## src/source/freq_meter_pkg.sv

```systemverilog
/*
 * freq_meter_pkg
 * shared types of the square wave frequency and duty-cycle meter
 */
package freq_meter_pkg;

    // widest stamp any instance may use, sets the result field width
    localparam int MAX_STAMP_W = 32;

    // synchronized wave and its edges
    typedef struct packed {
        logic level;    // wave after the synchronizer
        logic rise;     // 0 -> 1 seen this cycle
        logic fall;     // 1 -> 0 seen this cycle
    } edge_evt_t;

    // measurement gate states
    typedef enum logic [1:0] {
        IDLE    = 2'd0,  // waiting for start
        ARM     = 2'd1,  // waiting for the opening rise
        MEASURE = 2'd2,  // gate open, counting rises
        DONE    = 2'd3   // one cycle, result valid
    } gate_state_t;

    // gate control toward the capture block
    typedef struct packed {
        logic open;     // pulse on the opening rise
        logic close;    // pulse on the closing rise
        logic active;   // gate open, closing cycle excluded
    } gate_ctrl_t;

    // reported measurement
    typedef struct packed {
        logic [MAX_STAMP_W-1:0] period_ticks;  // span in pll_clk ticks
        logic [MAX_STAMP_W-1:0] high_ticks;    // ticks with the wave high
        logic [15:0]            cycles;        // rising edges spanned
    } meas_result_t;

endpackage

```

## src/source/freq_meter_top.sv

```systemverilog
`timescale 1ns/1ps
/*
 * freq_meter_top
 * frequency and duty-cycle meter for one square wave on pll_clk
 */
module freq_meter_top #(
    parameter int STAMP_W = 32,  // timestamp and tick count width
    parameter int CYCLE_W = 16   // n_cycles width
) (
    input  logic                         pll_clk,
    input  logic                         sys_rst_n,
    input  logic                         wave_in,
    input  logic                         start,
    input  logic [CYCLE_W-1:0]           n_cycles,
    output logic                         busy,
    output logic                         done,
    output freq_meter_pkg::meas_result_t result
);

    freq_meter_pkg::edge_evt_t  evt;       // synchronized wave events
    freq_meter_pkg::gate_ctrl_t gate;      // open / close / active
    logic [STAMP_W-1:0]         stamp;
    logic [15:0]                cycles;    // latched target

    wave_sync_edge i_wave_sync_edge (
        .pll_clk   (pll_clk),
        .sys_rst_n (sys_rst_n),
        .wave_in   (wave_in),
        .evt       (evt)
    );

    timebase_counter #(.STAMP_W(STAMP_W)) i_timebase_counter (
        .pll_clk   (pll_clk),
        .sys_rst_n (sys_rst_n),
        .stamp     (stamp)
    );

    gate_fsm #(.CYCLE_W(CYCLE_W)) i_gate_fsm (
        .pll_clk   (pll_clk),
        .sys_rst_n (sys_rst_n),
        .start     (start),
        .n_cycles  (n_cycles),
        .evt       (evt),
        .gate      (gate),
        .busy      (busy),
        .done      (done),
        .cycles    (cycles)
    );

    span_capture #(.STAMP_W(STAMP_W)) i_span_capture (
        .pll_clk   (pll_clk),
        .sys_rst_n (sys_rst_n),
        .evt       (evt),
        .gate      (gate),
        .stamp     (stamp),
        .cycles    (cycles),
        .result    (result)
    );

endmodule

```

## src/source/gate_fsm.sv

```systemverilog
`timescale 1ns/1ps
/*
 * gate_fsm
 * arms on start, opens the gate on the next rising edge of the wave and
 * closes it after the requested number of further rising edges
 */
module gate_fsm #(
    parameter int CYCLE_W = 16
) (
    input  logic                       pll_clk,
    input  logic                       sys_rst_n,
    input  logic                       start,      // one-cycle strobe
    input  logic [CYCLE_W-1:0]         n_cycles,   // held stable while busy
    input  freq_meter_pkg::edge_evt_t  evt,
    output freq_meter_pkg::gate_ctrl_t gate,
    output logic                       busy,
    output logic                       done,
    output logic [15:0]                cycles      // latched target
);

    freq_meter_pkg::gate_state_t state;
    freq_meter_pkg::gate_state_t state_nxt;

    logic [CYCLE_W-1:0] rise_cnt;   // rises since the gate opened
    logic [CYCLE_W-1:0] target;     // n_cycles captured at start
    logic               accept;     // start taken this cycle
    logic               last_rise;  // next rise completes the count

    assign accept    = (state == freq_meter_pkg::IDLE) && start && (n_cycles != '0);
    assign last_rise = (rise_cnt + CYCLE_W'(1)) == target;

    // gate decode straight from state and edge
    always_comb begin
        gate.open   = (state == freq_meter_pkg::ARM) && evt.rise;
        gate.close  = (state == freq_meter_pkg::MEASURE) && evt.rise && last_rise;
        gate.active = (state == freq_meter_pkg::MEASURE) && !gate.close;
    end

    always_comb begin
        state_nxt = state;
        case (state)
            freq_meter_pkg::IDLE:    if (accept) state_nxt = freq_meter_pkg::ARM;
            freq_meter_pkg::ARM:     if (gate.open) state_nxt = freq_meter_pkg::MEASURE;
            freq_meter_pkg::MEASURE: if (gate.close) state_nxt = freq_meter_pkg::DONE;
            default:                 state_nxt = freq_meter_pkg::IDLE;  // DONE lasts one cycle
        endcase
    end

    always_ff @(posedge pll_clk or negedge sys_rst_n) begin
        if (!sys_rst_n) begin
            state    <= freq_meter_pkg::IDLE;
            rise_cnt <= '0;
        end else begin
            state <= state_nxt;
            if (gate.open) begin
                rise_cnt <= '0;                      // opening rise is not counted
            end else if (gate.active && evt.rise) begin
                rise_cnt <= rise_cnt + CYCLE_W'(1);
            end
        end
    end

    // target only changes on an accepted start
    always_ff @(posedge pll_clk) begin
        if (accept) begin
            target <= n_cycles;
        end
    end

    assign busy   = (state == freq_meter_pkg::ARM) || (state == freq_meter_pkg::MEASURE);
    assign done   = (state == freq_meter_pkg::DONE);  // one cycle after close
    assign cycles = 16'(target);

endmodule

```

## src/source/span_capture.sv

```systemverilog
`timescale 1ns/1ps
/*
 * span_capture
 * stamps the opening edge, counts high ticks while the gate is open and
 * forms period, high time and cycle count on the closing edge
 */
module span_capture #(
    parameter int STAMP_W = 32
) (
    input  logic                         pll_clk,
    input  logic                         sys_rst_n,
    input  freq_meter_pkg::edge_evt_t    evt,
    input  freq_meter_pkg::gate_ctrl_t   gate,
    input  logic [STAMP_W-1:0]           stamp,    // free-running time
    input  logic [15:0]                  cycles,   // target from the FSM
    output freq_meter_pkg::meas_result_t result
);

    localparam int RES_W = freq_meter_pkg::MAX_STAMP_W;

    logic [STAMP_W-1:0] start_stamp;  // time of the opening rise
    logic [STAMP_W-1:0] high_cnt;     // high ticks so far
    logic [STAMP_W-1:0] span;         // end minus start
    logic [STAMP_W-1:0] high_total;   // high count incl. closing cycle

    // modular difference, counter wrap falls out for free
    assign span = stamp - start_stamp;

    // open cycle is skipped by active, the closing cycle stands in for it
    // since level is high on both rises
    assign high_total = high_cnt + STAMP_W'(evt.level);

    always_ff @(posedge pll_clk) begin
        if (gate.open) begin
            start_stamp <= stamp;
            high_cnt    <= '0;
        end else if (gate.active && evt.level) begin
            high_cnt <= high_cnt + STAMP_W'(1);
        end
    end

    // result held until the next closing edge overwrites it
    always_ff @(posedge pll_clk or negedge sys_rst_n) begin
        if (!sys_rst_n) begin
            result <= '0;
        end else if (gate.close) begin
            result.period_ticks <= RES_W'(span);       // zero-extended
            result.high_ticks   <= RES_W'(high_total);
            result.cycles       <= cycles;
        end
    end

endmodule

```

## src/source/timebase_counter.sv

```systemverilog
`timescale 1ns/1ps
/*
 * timebase_counter
 * free-running timestamp, wraps modulo 2**STAMP_W
 */
module timebase_counter #(
    parameter int STAMP_W = 32
) (
    input  logic               pll_clk,
    input  logic               sys_rst_n,
    output logic [STAMP_W-1:0] stamp     // common time reference
);

    // never stops or reloads, both edges of a span read the same clock
    always_ff @(posedge pll_clk or negedge sys_rst_n) begin
        if (!sys_rst_n) begin
            stamp <= '0;
        end else begin
            stamp <= stamp + STAMP_W'(1);  // rolls over silently
        end
    end

endmodule

```

## src/source/wave_sync_edge.sv

```systemverilog
`timescale 1ns/1ps
/*
 * wave_sync_edge
 * brings the asynchronous wave into pll_clk and flags its edges
 */
module wave_sync_edge (
    input  logic                      pll_clk,
    input  logic                      sys_rst_n,
    input  logic                      wave_in,   // asynchronous square wave
    output freq_meter_pkg::edge_evt_t evt
);

    logic sync_q1;   // first stage, may go metastable
    logic sync_q2;   // settled level
    logic prev_q;    // level one cycle back

    // two-stage synchronizer plus history bit
    always_ff @(posedge pll_clk or negedge sys_rst_n) begin
        if (!sys_rst_n) begin
            sync_q1 <= 1'b0;
            sync_q2 <= 1'b0;
            prev_q  <= 1'b0;
        end else begin
            sync_q1 <= wave_in;
            sync_q2 <= sync_q1;
            prev_q  <= sync_q2;
        end
    end

    // same path length for both edges, so spans stay exact
    always_comb begin
        evt.level = sync_q2;
        evt.rise  = sync_q2 & ~prev_q;  // low last cycle, high now
        evt.fall  = ~sync_q2 & prev_q;  // high last cycle, low now
    end

endmodule

```

## config.mk

```make
export PLATFORM = sky130hd
export DESIGN_NAME = freq_meter_top
export DESIGN_NICKNAME = d
export VERILOG_FILES = /design/src/source/freq_meter_pkg.sv /design/src/source/freq_meter_top.sv /design/src/source/gate_fsm.sv /design/src/source/span_capture.sv /design/src/source/timebase_counter.sv /design/src/source/wave_sync_edge.sv
export SDC_FILE = /design/constraint.sdc
export NUM_CORES = 1
export LEC_CHECK = 0
export BUFFER_PORTS_ARGS = -buffer_cell sky130_fd_sc_hd__buf_2
export CORE_MARGIN = 2
export CORE_UTILIZATION = 30
export CTS_CLUSTER_DIAMETER = 150
export DETAILED_ROUTE_END_ITERATION = 16
export PLACE_DENSITY = 0.55
export SYNTH_ARGS = -nofsm -noshare
export SYNTH_HDL_FRONTEND = slang
export SYNTH_SLANG_ARGS = --single-unit
```

## constraint.sdc

```tcl
create_clock -name pll_clk -period 3.9 [get_ports pll_clk]
set_input_delay 0.39 -clock pll_clk [delete_from_list [all_inputs] [get_ports pll_clk]]
set_output_delay 0.39 -clock pll_clk [all_outputs]
set_load 0.05 [all_outputs]
```

==> impl_metrics.ini, run 1 <==
[outcome]
status = completed

[hold_path]
hold_path_class = input port to register
holdCritStartpoint = n_cycles[6]

[power]
ir_drop_mv = 0.302
p_leak_nw = 5.93
power.total_mw = 6.29
power_density_nw_per_um2 = 471

[critical_path]
path_buf_inv = 2
critPathArrivalTime_ps = 3850
worstReg2RegStart = i_timebase_counter.stamp[0]
required_ps = 4350
worstPathCellList = inv_1 -> ha_1 -> inv_1 -> fa_1 -> a211oi_1 -> o211a_1 -> a2bb2oi_1 -> o211ai_1 -> a2111oi_0 -> nor4_1 -> a211o_1
end_kind = register
worst-setup-path-type = register to register
cp-startpoint = i_timebase_counter.stamp[0]
path_delay_family = compound AO/OA/AOI/OAI gates
path_max_fanout = 4
crit_slowest_cell = a2111oi_0
slowest_delay_ps = 650
crit_top_cell = inv_1
cp-start-kind = register

[sta]
grt_setup_unrepaired = no
hold_viol = 0
min_period_ps = 3410
setup_viol = 0
max_freq_mhz = 294
worst_pin_slew_ps = 881
skew_ps = 28.8
fin_crit_sh_pct = 87.4
final.setup.tns_ps = 0
relSlewSlack_pct = 41.2
final_max_slew_viol_count = 0

[cts]
cts_buffer_depth = 3
clk_pin_slew_ps = 60
cts.sink_count = 213
post_cts_resized = 0
numCtsBuffers = 26
cts-root-buf = clkbuf_16
cts_tree = built
clk_latency_ps = 560
cts_htree_levels = 1

[floorplanning]
start_util_pct = 30.4
dieHeight_um = 199
fp.dieArea_um2 = 39700
ios = 102
rows = 71
core-area_um2 = 37600
die_x_um = 199

[finish]
fill_cells = 3806
drive_gt1_share_pct = 13.8
n_antenna_cell = 0
fin_nets = 1363
finalNonFillerCells = 1832
area_growth_pct = 16.7

[synth]
syn-num-nets = 1274
post-synth-top-count-cell = nand2_1
yosysWarnings = 0
yosysTopAreaCell = dfrtp_1
synth_top_area_share_pct = 29.1
synth_area_per_cell_um2 = 9.44
synth_area_um2 = 11400
ys_seq_area_share_pct = 47.3
synth_ff_type = dfrtp_1
synth-edff-count = 48
synthTopCellsByCount = nand2_1, dfrtp_1, o21ai_0
synth-seq-cells = 213
synth-async-reset-ratio_pct = 62.4
synth_area_leaders = dfrtp_1, edfxtp_1, nand2_1
synthCells = 1212
synth_cell_types = 77

[global_route]
antenna_found_initial = 0
grtUsageTotal_pct = 15.0
grt_max_degree = 90
grt_pass1_wl_um = 47900
grt_overflow_total = 0
grt_pass1_vias = 8864

[drt]
drc = 0
drtIter0Drc = 669
vias = 9232
first_pass_iters = 5
ant_nets = 0
wl_per_cell_um = 16.2
viasPerCell = 5.04
wl_um = 29700

[placement]
place_congestion = 0.827
dp_hpwl_um = 20700
dp.cells = 1782
io_buffers = 101

[job]
max-cap-violations = 0
## worst paths after layout
path / cells past startpoint / slack (ps) / endpoint
setup / recovery: 11 / 490 / i_span_capture.result[76]
hold / removal: 1 / 40 / i_gate_fsm.cycles[6]
setup reg to reg: 11 / 490 / i_span_capture.result[76]
hold reg to reg: 0 / 350 / i_wave_sync_edge.sync_q2
max in group asynchronous: 3 / 2600 / i_span_capture.result[79]
min in group asynchronous: 2 / 510 / i_span_capture.result[6]
## cell families after synthesis
family | share of synthesized area (%)
multiplexers | 0.448
AND/OR/NAND/NOR | 20.4
adder cells (fa/ha/maj) | 4.66
flip-flops | 47.3
buffers and inverters | 4.58
XOR/XNOR | 7.43
AO/OA/AOI/OAI | 15.2
## worst reg2reg max path, cell delays in order (launching register included)
cell and delay, ps:
dfrtp_1 410, inv_1 90, ha_1 160, inv_1 60, fa_1 420, a211oi_1 340
o211a_1 220, a2bb2oi_1 390, o211ai_1 210, a2111oi_0 650, nor4_1 100, a211o_1 280
## registers in the layout (all words and copies together) (netlist names)
| signal | cells |
|---|---|
| i_gate_fsm.cycles | 16 |
| i_gate_fsm.rise_cnt | 16 |
| i_wave_sync_edge.prev_q | 1 |
| i_wave_sync_edge.sync_q1 | 1 |
| i_span_capture.result | 80 |
| i_gate_fsm.state | 2 |
| i_wave_sync_edge.sync_q2 | 1 |
| i_span_capture.start_stamp | 32 |
| i_timebase_counter.stamp | 32 |
| i_span_capture.high_cnt | 32 |
## power by group
part	switching, mW	internal (mW)	leakage [nW]
Combinational	0.768	0.471	3.06
Clock	0.985	1.43	0.410
Sequential	0.202	2.44	2.46
## cells in the final DEF (no fill, tap or decap), types with 5 or more instances in the layout
cell type,Yosys,final
nand4_1,28,28
o211ai_1,15,15
o21ai_0,69,69
o311ai_0,5,5
o2111ai_1,9,9
and4_1,11,11
xor2_1,40,40
o21a_1,7,7
clkbuf_1,30,5
a31o_2,7,7
dfxtp_1,32,32
ha_1,41,41
nor4_1,15,14
buf_2,25,100
nor2_1,62,62
and2_1,8,8
a211oi_1,6,6
nor3_1,27,27
o31ai_1,8,8
inv_1,60,60
clkbuf_16,0,26
a31oi_1,7,7
nand2_1,191,191
edfxtp_1,48,48
buf_4,2,18
a21o_1,15,15
nor3b_1,5,5
clkinv_1,1,5
a41oi_1,5,5
a221o_1,5,5
and3_1,20,20
a211o_1,8,8
xnor2_1,57,57
o21bai_1,7,7
nand3_1,53,53
a21oi_1,53,53
dfrtp_1,133,133
nand2b_1,10,10
or4_1,7,6
or3_1,11,11
## metrics by stage
step           hold slack, ps  utilization [%]  area [µm²]  setup WS [ps]
6_report                 41.7             35.5       13400            493
5_1_grt                  27.4             35.5       13400            167
4_1_cts                  19.5             35.5       13400            529
3_5_place_dp              338             33.2       12500            527
3_3_place_gp              338             33.2       12500            629
2_1_floorplan            94.4                -       11400           1070
## metal layers
| layer | global-route usage (%) | up-vias | share of wire [%] |
|---|---|---|---|
| met4 | 4.73 | 0 | 2.5 |
| met2 | 24.1 | 198 | 46 |
| met5 | 0 | - | 0 |
| li1 | - | 4534 | - |
| met1 | 20.9 | 4454 | 48 |
| met3 | 2.14 | 46 | 4.3 |
## layout make-up
class	instances	area, µm²	share of cell area (%)
clock buffer	31	669	5.01
inverter	61	229	1.71
clock inverter	17	180	1.35
timing repair buffer	123	707	5.29
sequential	213	5410	40.5
tap	511	639	4.79
multi-input combinational	876	5520	41.3
## what timing repair did
item | in CTS | in global routing
hold endpoints to repair | 58 | 0
hold buffers | 2 | 0
buffers inserted | 0 | 0
No activity file was read; power rests on OpenSTA's default activity.
==> run 2: changes to the inputs <==
--- a/config.mk
+++ b/config.mk
@@ -11,6 +11,7 @@
 export CTS_CLUSTER_DIAMETER = 150
 export DETAILED_ROUTE_END_ITERATION = 16
 export PLACE_DENSITY = 0.55
+export RECOVER_POWER = 50
 export SYNTH_ARGS = -nofsm -noshare
 export SYNTH_HDL_FRONTEND = slang
 export SYNTH_SLANG_ARGS = --single-unit
==> impl_metrics.ini, run 2 (synthesis gave the netlist of run 1 again) <==
[outcome]
status = finished with violations
violations = capacitance limit, slew limit

[finish]
finalNonFillerCells = 1832
drive_gt1_share_pct = 9.77
largest_reg_flops = 80
layout_common_cells = nand2_1, dfrtp_1, o21ai_0
regMostFlops = i_span_capture.result
area_growth_pct = 16.1
n_antenna_cell = 0
layout_commonest_cell = nand2_1
final_util_pct = 35.3
fin_nets = 1363
stdcell_area_um2 = 13300

[cts]
clk_pin_slew_ps = 60
post_cts_resized = 0
numCtsBuffers = 26
clk_latency_ps = 560
cts_htree_levels = 1
cts_buffer_depth = 3
cts-root-buf = clkbuf_16
cts_tree = built
cts.sink_count = 213

[floorplanning]
core-area_um2 = 37600
ios = 102
fp.dieArea_um2 = 39700
rows = 71
start_util_pct = 30.4
die_x_um = 199
dieHeight_um = 199

[global_route]
grt_pass1_vias = 8864
grt_max_degree = 90
grt_overflow_total = 0
grtUsageTotal_pct = 15.0
grt_pass1_wl_um = 47900
antenna_found_initial = 0

[drt]
drc = 0
vias = 9209
wl_um = 29700
first_pass_iters = 6
ant_nets = 0
viasPerCell = 5.03
wl_met2_um = 13600
wl_met1_um = 14100
wl_per_cell_um = 16.2
dr_wl_met3_um = 1340
maxUsedRoutingLayer = met4
drtIter0Drc = 688

[sta]
final_max_slew_viol_count = 89
relSlewSlack_pct = -60.2
min_period_ps = 3400
final.setup.tns_ps = 0
max_freq_mhz = 294
setup_viol = 0
worst_pin_slew_ps = 2400
hold_viol = 0
whs_ps = 40.6
grt_setup_unrepaired = no
skew_ps = 30.3
fin_crit_sh_pct = 87.3
fin_ws_ps = 495

[critical_path]
worst-setup-path-type = register to register
path_max_fanout = 4
path_delay_family = compound AO/OA/AOI/OAI gates
critPathArrivalTime_ps = 3850
required_ps = 4350
crit_top_cell = inv_1
crit_slowest_cell = a2111oi_0
path_buf_inv = 2
cp-start-kind = register
slowest_delay_ps = 650
worstPathCellList = inv_1 -> ha_1 -> inv_1 -> fa_1 -> a211oi_1 -> o211a_1 -> a2bb2oi_1 -> o211ai_1 -> a2111oi_0 -> nor4_1 -> a211o_1
end_kind = register

[power]
power.total_mw = 6.29
seq_power_share_pct = 41.9
power_density_nw_per_um2 = 474
netSwitchingPower_mw = 1.96
p_leak_nw = 5.72
ir_drop_mv = 0.302
power_frac_comb_pct = 19.7
pwr-share-clk_pct = 38.4
p_int_mw = 4.33
sw_frac_of_total_pct = 31.1

[placement]
dp_slack_ps = 527
placed_area_um2 = 12500
dp.cells = 1782
dp_hpwl_um = 20700
io_buffers = 101
place_congestion = 0.827

[hold_path]
hold_path_class = input port to register

[job]
max-cap-violations = 1
[run 2: cell count changes in the layout (fill, tap and decap cells not counted)]
cell,delta
buf_2,-53
buf_6,-1
clkbuf_1,+53
clkbuf_2,+1
and2_1,-2
and2_0,+2
[run 2: cell type report]
class	instances	area [µm²]
clock buffer	31	669
inverter	61	229
clock inverter	17	180
tap	511	639
timing repair buffer	123	634
sequential	213	5410
multi-input combinational	876	5520
fill	3825	24300
[run 2: worst reg2reg max path, stage by stage (launching register included)]
cell and delay (ps):
dfrtp_1 410, inv_1 90, ha_1 160, inv_1 60, fa_1 420, a211oi_1 340
o211a_1 220, a2bb2oi_1 390, o211ai_1 210, a2111oi_0 650, nor4_1 100, a211o_1 280
[run 2: worst paths after layout]
check	startpoint	end	slack, ps	cells after the start
max	i_timebase_counter.stamp[0]	i_span_capture.result[76]	500	11
min	n_cycles[6]	i_gate_fsm.cycles[6]	40	1
max reg2reg	i_timebase_counter.stamp[0]	i_span_capture.result[76]	500	11
min reg2reg	i_wave_sync_edge.sync_q1	i_wave_sync_edge.sync_q2	350	0
max in group asynchronous	sys_rst_n	i_span_capture.result[34]	1380	2
min in group asynchronous	sys_rst_n	i_span_capture.result[6]	1120	2
[run 2: what timing repair did]
action                                  4_1_cts  5_1_grt
hold endpoints to repair                     58        0
buffers inserted                              0        0
hold buffers                                  2        0
endpoints found under the setup margin        0        0
[run 2: power by group through the flow]
stage          clock, mW  sequential (mW)  combinational (mW)
2_1_floorplan          0             2.57               0.990
3_3_place_gp           0             2.67                1.21
3_5_place_dp           0             2.68                1.23
4_1_cts             2.49             2.64                1.24
5_1_grt             2.58             2.67                1.38
6_report            2.42             2.64                1.24
[run 2: layer usage]
metal  vias to the layer above  track usage, %
met3                        40            2.14
li1                       4532               -
met2                       188            24.1
met5                         -               0
met1                      4449            20.9
met4                         0            4.73
==> run 3: changes to the inputs <==
--- a/config.mk
+++ b/config.mk
@@ -5,7 +5,7 @@
 export SDC_FILE = /design/constraint.sdc
 export NUM_CORES = 1
 export LEC_CHECK = 0
-export BUFFER_PORTS_ARGS = -buffer_cell sky130_fd_sc_hd__buf_2
+export BUFFER_PORTS_ARGS = -buffer_cell sky130_fd_sc_hd__buf_4
 export CORE_MARGIN = 2
 export CORE_UTILIZATION = 30
 export CTS_CLUSTER_DIAMETER = 150
==> constraint.sdc (replaced) <==
create_clock -name pll_clk -period 4.35 [get_ports pll_clk]
set_input_delay 0.435 -clock pll_clk [delete_from_list [all_inputs] [get_ports pll_clk]]
set_output_delay 0.435 -clock pll_clk [all_outputs]
set_load 0.05 [all_outputs]
==> impl_metrics.ini, run 3 (synthesis gave the netlist of run 1 again) <==
[outcome]
status = finished with violations
violations = capacitance limit, slew limit

[critical_path]
cp-start-kind = register
worstPathCellList = ha_1 -> nand4_1 -> o31ai_1 -> a21oi_1 -> o22ai_1 -> o41a_1 -> buf_4 -> a21oi_1 -> a31o_2
slowest_delay_ps = 870
path_buf_inv = 1
end_kind = register
path_max_fanout = 24
required_ps = 4780
critPathArrivalTime_ps = 3940
cp-startpoint = i_gate_fsm.rise_cnt[0]
worstReg2RegStart = i_gate_fsm.rise_cnt[0]
worst-setup-path-type = register to register
crit_top_cell = a21oi_1
path_delay_family = compound AO/OA/AOI/OAI gates
crit_slowest_cell = o41a_1

[floorplanning]
die_x_um = 199
dieHeight_um = 199
rows = 71
core-area_um2 = 37600
fp.dieArea_um2 = 39700
start_util_pct = 30.4
ios = 102

[cts]
cts-root-buf = clkbuf_16
cts_htree_levels = 1
cts_tree = built
numCtsBuffers = 25
cts.sink_count = 213
cts_buffer_depth = 3
clk_latency_ps = 550
clk_pin_slew_ps = 60

[placement]
dp_hpwl_um = 21000
io_buffers = 101
place_congestion = 0.813
dp.cells = 1779

[sta]
skew_ps = 23.9
min_period_ps = 3510
relSlewSlack_pct = -53.2
setup_viol = 0
worst_pin_slew_ps = 2300
fin_crit_sh_pct = 80.8
max_freq_mhz = 285
final_max_slew_viol_count = 115
final.setup.tns_ps = 0
grt_setup_unrepaired = no
hold_viol = 0

[drt]
drtIter0Drc = 681
vias = 9175
first_pass_iters = 5
drc = 0
viasPerCell = 5.02
wl_per_cell_um = 16.6
wl_um = 30300
ant_nets = 0

[finish]
layout_commonest_cell = nand2_1
finalNonFillerCells = 1826
drive_gt1_share_pct = 9.66
n_antenna_cell = 0
regMostFlops = i_span_capture.result
fill_cells = 3832
largest_reg_flops = 80
fin_nets = 1358
area_growth_pct = 16.5
layout_common_cells = nand2_1, dfrtp_1, o21ai_0

[power]
p_leak_nw = 5.69
power_density_nw_per_um2 = 422
ir_drop_mv = 0.296

[global_route]
grt_max_degree = 87
grt_pass1_vias = 8899
grt_pass1_wl_um = 48500
grt_overflow_total = 0
antenna_found_initial = 0
grtUsageTotal_pct = 15.4

[hold_path]
hold_path_class = input port to register
holdCritStartpoint = n_cycles[1]

[job]
max-cap-violations = 2
## run 3: cell count changes in the layout (fill, tap and decap cells not counted), sizes merged
cell | previous run | this run
clkinvlp | 2 | 1
clkinv | 11 | 9
buf | 67 | 58
dlygate4sd3 | 2 | 1
clkbuf | 85 | 92
## run 3: routing by layer
| metal | vias up | wire, µm | global-route usage, % |
|---|---|---|---|
| met1 | 4414 | 14300 | 21.4 |
| met3 | 37 | 1480 | 2.08 |
| met4 | 0 | 645 | 4.45 |
| met5 | - | 0 | 0 |
| met2 | 200 | 13900 | 24.8 |
| li1 | 4524 | - | - |
## run 3: area by class of cell
cell class / count / area [µm²] / share of cell area [%]
Inverter: 61 / 229 / 1.72
Clock buffer: 32 / 682 / 5.12
Multi-Input combinational cell: 876 / 5520 / 41.4
Timing Repair Buffer: 119 / 703 / 5.28
Clock inverter: 14 / 149 / 1.12
Sequential cell: 213 / 5410 / 40.6
Tap cell: 511 / 639 / 4.80
## run 3: through the flow
step	hold slack (ps)	setup slack (ps)	util [%]	instance area, µm²	total power [mW]
3_5_place_dp	339	873	33.8	12700	3.51
4_1_cts	8.23	868	36.0	13500	5.69
5_1_grt	94.4	541	35.5	13300	5.92
6_report	114	836	35.5	13300	5.63
3_3_place_gp	337	972	33.8	12700	3.48
2_1_floorplan	139	1520	-	11400	3.19
## run 3: final timing paths
check / end / slack (ps) / depth (start not counted)
worst min register to register: i_wave_sync_edge.sync_q2 / 350 / 0
worst max register to register: i_span_capture.high_cnt[0] / 840 / 9
max in group asynchronous: i_span_capture.result[30] / 1380 / 2
min in group asynchronous: i_span_capture.result[50] / 590 / 1
worst min-delay path: i_gate_fsm.cycles[1] / 110 / 1
worst max-delay path: i_span_capture.high_cnt[0] / 840 / 9
## run 3: report_power, final
| part | switching, mW | total [mW] | internal, mW | leakage [nW] |
|---|---|---|---|---|
| sequential | 0.182 | 2.36 | 2.18 | 2.46 |
| clock | 0.873 | 2.16 | 1.28 | 0.412 |
| combinational | 0.692 | 1.10 | 0.411 | 2.82 |
## run 3: timing repair
action / CTS / global route
setup buffers: 0 / 0
hold buffers: 1 / 0
hold endpoints to repair: 1 / 0
resized for setup: 0 / 0
